==> src/hw/i2cPkg.sv <==
//----------------------------------------------------------------------
// Shared types and CSR map for the I2C keypad block
// Bus address word is {cmd, rsvd, blockAdrs, csrAdrs}, MSB first
// writeRead command (3) is decoded as unsupported and ignored
//----------------------------------------------------------------------
`default_nettype none

package i2cPkg;

	// Bus command in address bits 31:30
	typedef enum logic [1:0] {
		cmdNone      = 2'd0,
		cmdWrite     = 2'd1,
		cmdRead      = 2'd2,
		cmdWriteRead = 2'd3	// Not implemented
	} busCmd_e;

	typedef struct packed {
		busCmd_e     cmd;
		logic [5:0]  rsvd;		// Ignored
		logic [7:0]  blockAdrs;	// Which block on the bus
		logic [15:0] csrAdrs;	// Register inside the block
	} busAdrs_t;

	// CSR to reader config
	typedef struct packed {
		logic        enable;
		logic [15:0] div;		// Quarter bit = div+1 clocks
	} i2cCfg_t;

	// One keypad poll result, high byte first on the wire
	typedef struct packed {
		logic [15:0] keys;
	} keySample_t;

	//------------------------------------------------------------------
	// CSR offsets
	//------------------------------------------------------------------
	localparam logic [15:0] csrCtrl   = 16'h0000;	// bit0 enable
	localparam logic [15:0] csrDiv    = 16'h0004;
	localparam logic [15:0] csrData   = 16'h0008;	// Read pops FIFO
	localparam logic [15:0] csrStatus = 16'h000C;	// {nack, count}

	localparam logic [15:0] divDefault = 16'd24;	// Divider after reset

endpackage

`default_nettype wire

==> src/hw/i2cKeypadReader.sv <==
//----------------------------------------------------------------------
// Polls one keypad with a two-byte I2C read, pushes each good sample
// No clock stretching, no repeated start, single master only
// sdaOe high pulls SDA low; the pull-up lives outside
// div of 0 leaves no margin for the mid-high sample, use 1 or more
//----------------------------------------------------------------------
`default_nettype none
`timescale 1ns/10ps

module i2cKeypadReader import i2cPkg::*; #(
	parameter logic [6:0] keypadAddr = 7'h20	// 7-bit device address
)(
	input  logic       sysClk,
	input  logic       rstN,
	input  i2cCfg_t    cfg,
	input  logic       full,		// FIFO full stalls the next poll
	output logic       scl,
	output logic       sdaOe,
	input  logic       sdaIn,
	output keySample_t pushData,
	output logic       push,
	output logic       nackPulse
);

typedef enum logic [3:0] {
	stIdle, stStart, stAddr, stAddrAck, stDataHi, stMack,
	stDataLo, stMnack, stStop, stGap
} state_e;

localparam logic [7:0] addrByte = {keypadAddr, 1'b1};	// Read bit set

state_e      state;
logic [1:0]  qtr;		// Quarter inside current bit
logic [2:0]  bitCnt;	// MSB first, counts down
logic [15:0] qCnt;
logic        tick;		// End of a quarter
logic        sampleTick;
logic        nacked;	// Address byte got no ACK
logic [1:0]  sdaSync;
logic        isBit;
logic        sclNext;
logic        sdaNext;

//----------------------------------------------------------------------
// Quarter-bit timebase
//----------------------------------------------------------------------
assign tick       = (qCnt >= cfg.div);	// >= covers a divider shrinking mid-count
assign sampleTick = tick && (qtr == 2'd2);	// Middle of SCL high

always_ff @(posedge sysClk)
begin
	if (!rstN)
		qCnt <= '0;
	else if (tick)
		qCnt <= '0;
	else
		qCnt <= qCnt + 16'd1;
end

// Two-flop sync, idles high like the bus
always_ff @(posedge sysClk)
begin
	if (!rstN)
		sdaSync <= 2'b11;
	else
		sdaSync <= {sdaSync[0], sdaIn};
end

//----------------------------------------------------------------------
// Pin levels per phase
//----------------------------------------------------------------------
assign isBit = (state inside {stAddr, stAddrAck, stDataHi, stMack, stDataLo, stMnack});

always_comb
begin
	case (state)
		stIdle, stStart, stGap: sclNext = 1'b1;
		default:                sclNext = qtr[1];	// Low half then high half
	endcase

	case (state)
		stStart: sdaNext = qtr[1];		// SDA falls while SCL high
		stAddr:  sdaNext = ~addrByte[bitCnt];
		stMack:  sdaNext = 1'b1;		// ACK the high byte
		stStop:  sdaNext = (qtr == 2'd1) || (qtr == 2'd2);	// Released at q3 is STOP
		default: sdaNext = 1'b0;		// Slave owns SDA or bus idle
	endcase
end

// Pins registered, so every edge lags state by one clock
always_ff @(posedge sysClk)
begin
	if (!rstN)
	begin
		scl   <= 1'b1;
		sdaOe <= 1'b0;
	end
	else
	begin
		scl <= sclNext;
		if (!isBit || qtr == 2'd1)	// Data bits move SDA only well after SCL fell
			sdaOe <= sdaNext;
	end
end

//----------------------------------------------------------------------
// Transaction FSM
//----------------------------------------------------------------------
always_ff @(posedge sysClk)
begin
	if (!rstN)
	begin
		state     <= stIdle;
		qtr       <= '0;
		bitCnt    <= '0;
		nacked    <= 1'b0;
		push      <= 1'b0;
		nackPulse <= 1'b0;
	end
	else
	begin
		push      <= 1'b0;
		nackPulse <= 1'b0;
		if (sampleTick && state == stAddrAck)
		begin
			nacked    <= sdaSync[1];	// High means no ACK
			nackPulse <= sdaSync[1];
		end
		if (tick)
		begin
			if (state != stIdle)
				qtr <= qtr + 2'd1;
			if (state == stIdle || qtr == 2'd3)
			begin
				case (state)
					stIdle:
						if (cfg.enable && !full)
						begin
							state  <= stStart;
							nacked <= 1'b0;
						end
					stStart:
					begin
						state  <= stAddr;
						bitCnt <= 3'd7;
					end
					stAddr:
						if (bitCnt == 3'd0)
							state <= stAddrAck;
						else
							bitCnt <= bitCnt - 3'd1;
					stAddrAck:
					begin
						state  <= nacked ? stStop : stDataHi;	// NACK goes straight to STOP
						bitCnt <= 3'd7;
					end
					stDataHi:
						if (bitCnt == 3'd0)
							state <= stMack;
						else
							bitCnt <= bitCnt - 3'd1;
					stMack:
					begin
						state  <= stDataLo;
						bitCnt <= 3'd7;
					end
					stDataLo:
						if (bitCnt == 3'd0)
							state <= stMnack;
						else
							bitCnt <= bitCnt - 3'd1;
					stMnack: state <= stStop;
					stStop:
					begin
						state <= stGap;
						push  <= !nacked;	// Lands the cycle after STOP
					end
					default: state <= stIdle;	// stGap, one idle SCL period
				endcase
			end
		end
	end
end

// Sample shift register, read by the FIFO only on push
always_ff @(posedge sysClk)
begin
	if (sampleTick && (state == stDataHi || state == stDataLo))
		pushData.keys <= {pushData.keys[14:0], sdaSync[1]};
end

endmodule

`default_nettype wire

==> src/hw/sampleFifo.sv <==
//----------------------------------------------------------------------
// Synchronous FIFO, head entry always visible on popData
// Push when full and pop when empty are dropped silently
// depth must stay below 256 for the 8-bit count
//----------------------------------------------------------------------
`default_nettype none
`timescale 1ns/10ps

module sampleFifo #(
	parameter int  depth     = 8,
	parameter type payload_t = logic [15:0]
)(
	input  logic       sysClk,
	input  logic       rstN,
	input  logic       push,
	input  payload_t   pushData,
	input  logic       pop,
	output payload_t   popData,
	output logic       full,
	output logic       empty,
	output logic [7:0] count
);

localparam int ptrW = (depth > 1) ? $clog2(depth) : 1;

payload_t        mem [depth];
logic [ptrW-1:0] wrPtr;
logic [ptrW-1:0] rdPtr;
logic            doPush;
logic            doPop;

assign full    = (count == 8'(depth));
assign empty   = (count == 8'd0);
assign doPush  = push && !full;
assign doPop   = pop && !empty;
assign popData = mem[rdPtr];	// First-word fall-through

// Storage
always_ff @(posedge sysClk)
begin
	if (doPush)
		mem[wrPtr] <= pushData;
end

// Pointers wrap at depth, not at a power of two
always_ff @(posedge sysClk)
begin
	if (!rstN)
	begin
		wrPtr <= '0;
		rdPtr <= '0;
		count <= '0;
	end
	else
	begin
		if (doPush)
			wrPtr <= (wrPtr == ptrW'(depth - 1)) ? '0 : wrPtr + 1'b1;
		if (doPop)
			rdPtr <= (rdPtr == ptrW'(depth - 1)) ? '0 : rdPtr + 1'b1;
		if (doPush && !doPop)
			count <= count + 8'd1;
		else if (doPop && !doPush)
			count <= count - 8'd1;	// Both at once keeps the count
	end
end

endmodule

`default_nettype wire

==> src/hw/i2cCsr.sv <==
//----------------------------------------------------------------------
// Bus slave for the keypad block: ctrl, divider, data and status
// Read data valid one clock after wCke, no back-pressure
// A data read pops the FIFO in the cycle it is accepted
//----------------------------------------------------------------------
`default_nettype none
`timescale 1ns/10ps

module i2cCsr import i2cPkg::*; #(
	parameter logic [7:0] blockAdrs = 8'h04	// Block address on the bus
)(
	input  logic        sysClk,
	input  logic        rstN,
	// Bus slave
	input  busAdrs_t    adrs,
	input  logic [31:0] wData,
	input  logic        wCke,
	output logic [31:0] rdData,
	output logic        rdValid,
	// Reader side
	output i2cCfg_t     cfg,
	input  logic        nackPulse,
	// FIFO side
	input  keySample_t  popData,
	input  logic        empty,
	input  logic [7:0]  count,
	output logic        pop
);

logic hit;
logic wrHit;
logic rdHit;
logic nackSticky;

//----------------------------------------------------------------------
// Decode
//----------------------------------------------------------------------
assign hit   = wCke && (adrs.blockAdrs == blockAdrs);
assign wrHit = hit && (adrs.cmd == cmdWrite);
assign rdHit = hit && (adrs.cmd == cmdRead);	// writeRead never matches
assign pop   = rdHit && (adrs.csrAdrs == csrData) && !empty;

// Control registers
always_ff @(posedge sysClk)
begin
	if (!rstN)
		cfg <= '{enable: 1'b0, div: divDefault};
	else if (wrHit)
	begin
		case (adrs.csrAdrs)
			csrCtrl: cfg.enable <= wData[0];
			csrDiv:  cfg.div    <= wData[15:0];
			default: ;	// Data and status have no plain write
		endcase
	end
end

// Sticky NACK, a new NACK wins over a clear in the same cycle
always_ff @(posedge sysClk)
begin
	if (!rstN)
		nackSticky <= 1'b0;
	else if (nackPulse)
		nackSticky <= 1'b1;
	else if (wrHit && adrs.csrAdrs == csrStatus && wData[8])
		nackSticky <= 1'b0;
end

//----------------------------------------------------------------------
// Read path
//----------------------------------------------------------------------
always_ff @(posedge sysClk)
begin
	if (!rstN)
		rdValid <= 1'b0;
	else
		rdValid <= rdHit;	// Exactly one cycle per read
end

always_ff @(posedge sysClk)
begin
	if (rdHit)
	begin
		case (adrs.csrAdrs)
			csrCtrl:   rdData <= {31'd0, cfg.enable};
			csrDiv:    rdData <= {16'd0, cfg.div};
			csrData:   rdData <= empty ? 32'd0 : {15'd0, 1'b1, popData.keys};	// bit16 was valid
			csrStatus: rdData <= {23'd0, nackSticky, count};
			default:   rdData <= 32'd0;	// Unmapped reads as zero
		endcase
	end
end

endmodule

`default_nettype wire

==> src/hw/i2cBlock.sv <==
//----------------------------------------------------------------------
// I2C keypad poller on the on-chip bus: reader, sample FIFO, CSR
// SDA split into sdaIn and sdaOe, pull-up and wired-AND are external
//----------------------------------------------------------------------
`default_nettype none
`timescale 1ns/10ps

module i2cBlock import i2cPkg::*; #(
	parameter logic [7:0] blockAdrs  = 8'h04,
	parameter logic [6:0] keypadAddr = 7'h20,
	parameter int         fifoDepth  = 8
)(
	input  logic        sysClk,
	input  logic        rstN,
	// Bus slave
	input  busAdrs_t    adrs,
	input  logic [31:0] wData,
	input  logic        wCke,
	output logic [31:0] rdData,
	output logic        rdValid,
	// I2C pins
	output logic        scl,
	output logic        sdaOe,
	input  logic        sdaIn
);

i2cCfg_t    cfg;
keySample_t pushData;
keySample_t popData;
logic       push;
logic       pop;
logic       full;
logic       empty;
logic       nackPulse;
logic [7:0] count;

//----------------------------------------------------------------------
// Producer, buffer, consumer
//----------------------------------------------------------------------
i2cKeypadReader #(
	.keypadAddr	(keypadAddr)
) u_reader (
	.sysClk		(sysClk),
	.rstN		(rstN),
	.cfg		(cfg),
	.full		(full),
	.scl		(scl),
	.sdaOe		(sdaOe),
	.sdaIn		(sdaIn),
	.pushData	(pushData),
	.push		(push),
	.nackPulse	(nackPulse)
);

sampleFifo #(
	.depth		(fifoDepth),
	.payload_t	(keySample_t)
) u_fifo (
	.sysClk		(sysClk),
	.rstN		(rstN),
	.push		(push),
	.pushData	(pushData),
	.pop		(pop),
	.popData	(popData),
	.full		(full),
	.empty		(empty),
	.count		(count)
);

i2cCsr #(
	.blockAdrs	(blockAdrs)
) u_csr (
	.sysClk		(sysClk),
	.rstN		(rstN),
	.adrs		(adrs),
	.wData		(wData),
	.wCke		(wCke),
	.rdData		(rdData),
	.rdValid	(rdValid),
	.cfg		(cfg),
	.nackPulse	(nackPulse),
	.popData	(popData),
	.empty		(empty),
	.count		(count),
	.pop		(pop)
);

endmodule

`default_nettype wire

==> config.mk <==
export PLATFORM = sky130hd
export DESIGN_NAME = i2cBlock
export DESIGN_NICKNAME = d
export VERILOG_FILES = /design/src/hw/i2cPkg.sv /design/src/hw/i2cKeypadReader.sv /design/src/hw/sampleFifo.sv /design/src/hw/i2cCsr.sv /design/src/hw/i2cBlock.sv
export SDC_FILE = /design/constraint.sdc
export NUM_CORES = 1
export LEC_CHECK = 0
export BUFFER_PORTS_ARGS = -buffer_cell sky130_fd_sc_hd__buf_2
export CORE_ASPECT_RATIO = 0.5
export CORE_MARGIN = 2
export CORE_UTILIZATION = 53
export DETAILED_ROUTE_END_ITERATION = 10
export GPL_TIMING_DRIVEN = 0
export HOLD_SLACK_MARGIN = 0.15
export PLACE_DENSITY = 0.85
export SLEW_MARGIN = 40
export SYNTH_ARGS = -nofsm -noshare
export SYNTH_HDL_FRONTEND = slang
export SYNTH_SLANG_ARGS = --single-unit
==> constraint.sdc <==
create_clock -name sysClk -period 4.7 [get_ports sysClk]
set_clock_uncertainty 0.1 [all_clocks]
set_input_delay 0 -clock sysClk [delete_from_list [all_inputs] [get_ports sysClk]]
set_output_delay 0 -clock sysClk [all_outputs]
set_load 0.05 [all_outputs]
==> metrics.md <==
| Metric | Value |
|---|---|
| Status | finished clean |
| Area growth, synth to finish | 21.4% |
| Critical path endpoint category | flip-flop |
| Final GP Congestion | 0.892 |
| Max VDD drop | 0.272 mV |
| Max Fclk | 241 MHz |
| WP data required | 5.04 ns |
| Seq. cell area | 0.00622 sq mm |
| Hold Crit Class | flip-flop to flip-flop |
| # fillers | 1100 |
| Min Clock Period, post-route | 4.15 ns |
| Fraction of registers with async set/reset | 0 |
| Slowest stage cell, crit path | o2111ai_1 |
| Clk_lat worst skew | 0.51 ns |
| Setup WS post-layout | 0.550 ns |
| Most common flop cell mapped by yosys | edfxtp_1 |
| Max transition margin | 0.413 |
| Synth top area share | 0.499 |
| Ports | 103 |
| Num CTS Buffers | 21 |
| Syn_area_per_cell | 14.0 sq um |
| Critical path class | flip-flop to flip-flop |
| Final hold violation count | 0 |
| Antenna-violating nets left | 0 |
| Synth top cells by count | edfxtp_1 (161), nor2_1 (70), dfxtp_1 (69), mux2i_1 (40), nand2_1 (36) |
| Placed cells | 1031 |
| Yosys cell types | 52 |
| GR met3 Demand/Resource | 0.0549 |
| Hpwl dp | 15.3 mm |
| Busiest grt layer | met2 |
| Count leader, synth | edfxtp_1 |
| Crit-path max cell delay | 0.64 ns |
| Global-route wire length before repair | 39.0 mm |
| Power Dens Cells | 337 mW/mm^2 |
| Via count | 6775 |
| Clk slew on worst S/H paths | 0.07 ns |
| CP cell instances | nor4_1 -> nand2_1 -> o2111ai_1 -> inv_2 -> nand2_1 -> ha_1 -> inv_1 -> ha_1 -> a21o_1 -> a21oi_1 -> nor2b_1 -> o21a_1 -> o41a_1 -> xnor2_1 -> or3_1 -> a21oi_1 |
| Ys Warns | 0 |
| CTS tree | built |
| Worst slew pin tran | 0.881 ns |
| Largest net degree at the start of global routing | 17 |
| Gr ovfl total | 0 |
| Slew Limit Fails | 0 |
| Post-synthesis cell area | 0.00969 sq mm |
| DRT Wirelength | 25.5 mm |
| Root buffer cell | clkbuf_16 |
| Non-filler cells, final | 1122 |
| WL per Instance | 22.8 um |
| DRC violations left | 0 |
| Drt pass-1 iters | 7 |
| Met2 Usage GRT | 0.465 |
| Ranking of synthesized cells by area | edfxtp_1 (50%), dfxtp_1 (14%), mux4_2 (7.4%), ha_1 (4.3%), mux2i_1 (4.1%) |
| Final nets | 974 |
| Sequential area share after synthesis | 0.641 |
| Drt initial violations | 744 |
| Unrepaired setup endpoints after global routing | no |
| Met1 global-route usage | 0.327 |
| Period utilisation layout | 0.883 |
| Worst-case clock buffer depth | 3 |
| Initial antenna violation count | 1 |
| Worst hold margin | 0.343 ns |
| Final Setup Violations | 0 |
| Postcts setup bufs | 0 |
| Die W | 195 um |
| Seq cells post-synth | 230 |
| Vias in the first global route | 6760 |
| Layout cells sized above 1 | 0.213 |
| Dpl ws | 0.607 ns |
| Die area | 0.0194 sq mm |
| Multi-input gate area | 0.00324 sq mm |
| Post-Syn Instances | 694 |
| Startpoint types | flip-flop |
| Row cnt | 34 |
| Max-cap viol count | 0 |
| CP Max Fanout | 8 |
| Worst Path Arrival | 4.49 ns |
| Die Y | 99.6 um |
| Tot GR Track Use | 0.265 |
| PortBufs | 64 |
| Leakage | 0.00428 uW |
| Post-synth EDFFs | 161 |
| Clk sink count | 230 |
| Fin util | 0.666 |
| Core box area | 0.0177 sq mm |
| PnR Total Power | 3960 uW |
| # H-tree levels | 1 |
| Yosys top cell by area | edfxtp_1 |
| Vias per inst | 6.04 |
| Initial Util | 0.549 |
==> worst max-delay path: cells and delay by family, from the launching register on <==
| family | cells | cell delay [ns] |
|---|---|---|
| AOI/OAI and AO/OA | 6 | 1.62 |
| xor gates and xnor gates | 1 | 0.14 |
| adders and majority gates | 2 | 0.50 |
| buffers and inverters | 2 | 0.22 |
| DFF | 1 | 0.34 |
| and+or+nand+nor | 5 | 1.15 |
==> registers in the layout, summed over array words and instances, names as in the netlist, 2 cells and up, named ones only <==
register           flops
u_reader.state         4
u_fifo.mem           128
u_fifo.rdPtr           3
u_reader.sdaSync       2
u_reader.qCnt         16
u_reader.pushData     16
u_csr.cfg             17
u_csr.rdData          17
u_fifo.wrPtr           3
u_reader.bitCnt        3
u_fifo.count           8
u_reader.qtr           2
==> cells in the final DEF, fill, tap and decap left out, types with 3 or more instances in the layout <==
cell / n
dlygate4sd3_1: 52
a22oi_1: 8
a21o_1: 4
conb_1: 15
mux2i_1: 40
nor2_1: 68
and2_1: 4
nand4_1: 4
or3_1: 3
nor3_1: 13
and3_1: 5
nand3_1: 14
a21oi_1: 26
buf_2: 82
nor3b_2: 3
buf_4: 26
o211ai_1: 3
xor2_1: 8
clkbuf_1: 24
clkbuf_16: 21
xnor2_1: 14
inv_1: 32
edfxtp_1: 161
ha_1: 33
mux4_2: 32
clkbuf_8: 3
nor4_1: 9
dfxtp_1: 69
nand2_1: 36
nor2b_1: 4
o21ai_0: 21
==> metal layers <==
| metal | part of all wire | vias up |
|---|---|---|
| li1 | - | 2914 |
| met1 | 0.37 | 3285 |
| met2 | 0.50 | 493 |
| met3 | 0.097 | 83 |
| met4 | 0.033 | 0 |
| met5 | 0 | - |
==> cell type report <==
class,count,share of cell area
buffer,41,0.0192
antenna,1,0.000213
clock inverter,9,0.00681
inverter,33,0.0105
timing repair buffer,141,0.0851
clock buffer,29,0.0498
tap,234,0.0249
sequential,230,0.528
multi-input combinational,404,0.275
==> stage by stage <==
stage	TNS, ns	instance area, sq um
floorplan	0	9740
global placement	-4.91	10400
detailed placement	0	10600
CTS	0	11800
global route	0	11800
finish	0	11800
==> cells by family after synthesis <==
family	after synthesis	synth area share
AOI/OAI and AO/OA	79	0.0525
muxes	72	0.116
other	1	0.000387
DFF	230	0.641
xor gates and xnor gates	22	0.0199
buffers and inverters	74	0.0361
and+or+nand+nor	182	0.0893
adders and majority gates	34	0.0447
==> power breakdown <==
part           switching (uW)  internal (uW)
Combinational            70.9           46.8
Clock                     761            935
Sequential               4.98           2140
==> worst paths after layout <==
path / from / to / slack, ns / cells after the start
worst max-delay path: u_fifo.count[2] / u_fifo.count[7] / 0.55 / 16
worst min-delay path: u_reader.sdaSync[0] / u_reader.sdaSync[1] / 0.34 / 1
worst max register to register: u_fifo.count[2] / u_fifo.count[7] / 0.55 / 16
worst min register to register: u_reader.sdaSync[0] / u_reader.sdaSync[1] / 0.34 / 1
==> timing repair <==
action	4_1_cts	5_1_grt
resized for setup	0	0
hold endpoints to repair	70	0
hold buffers	52	0
Power figures use the tool's default switching activity.
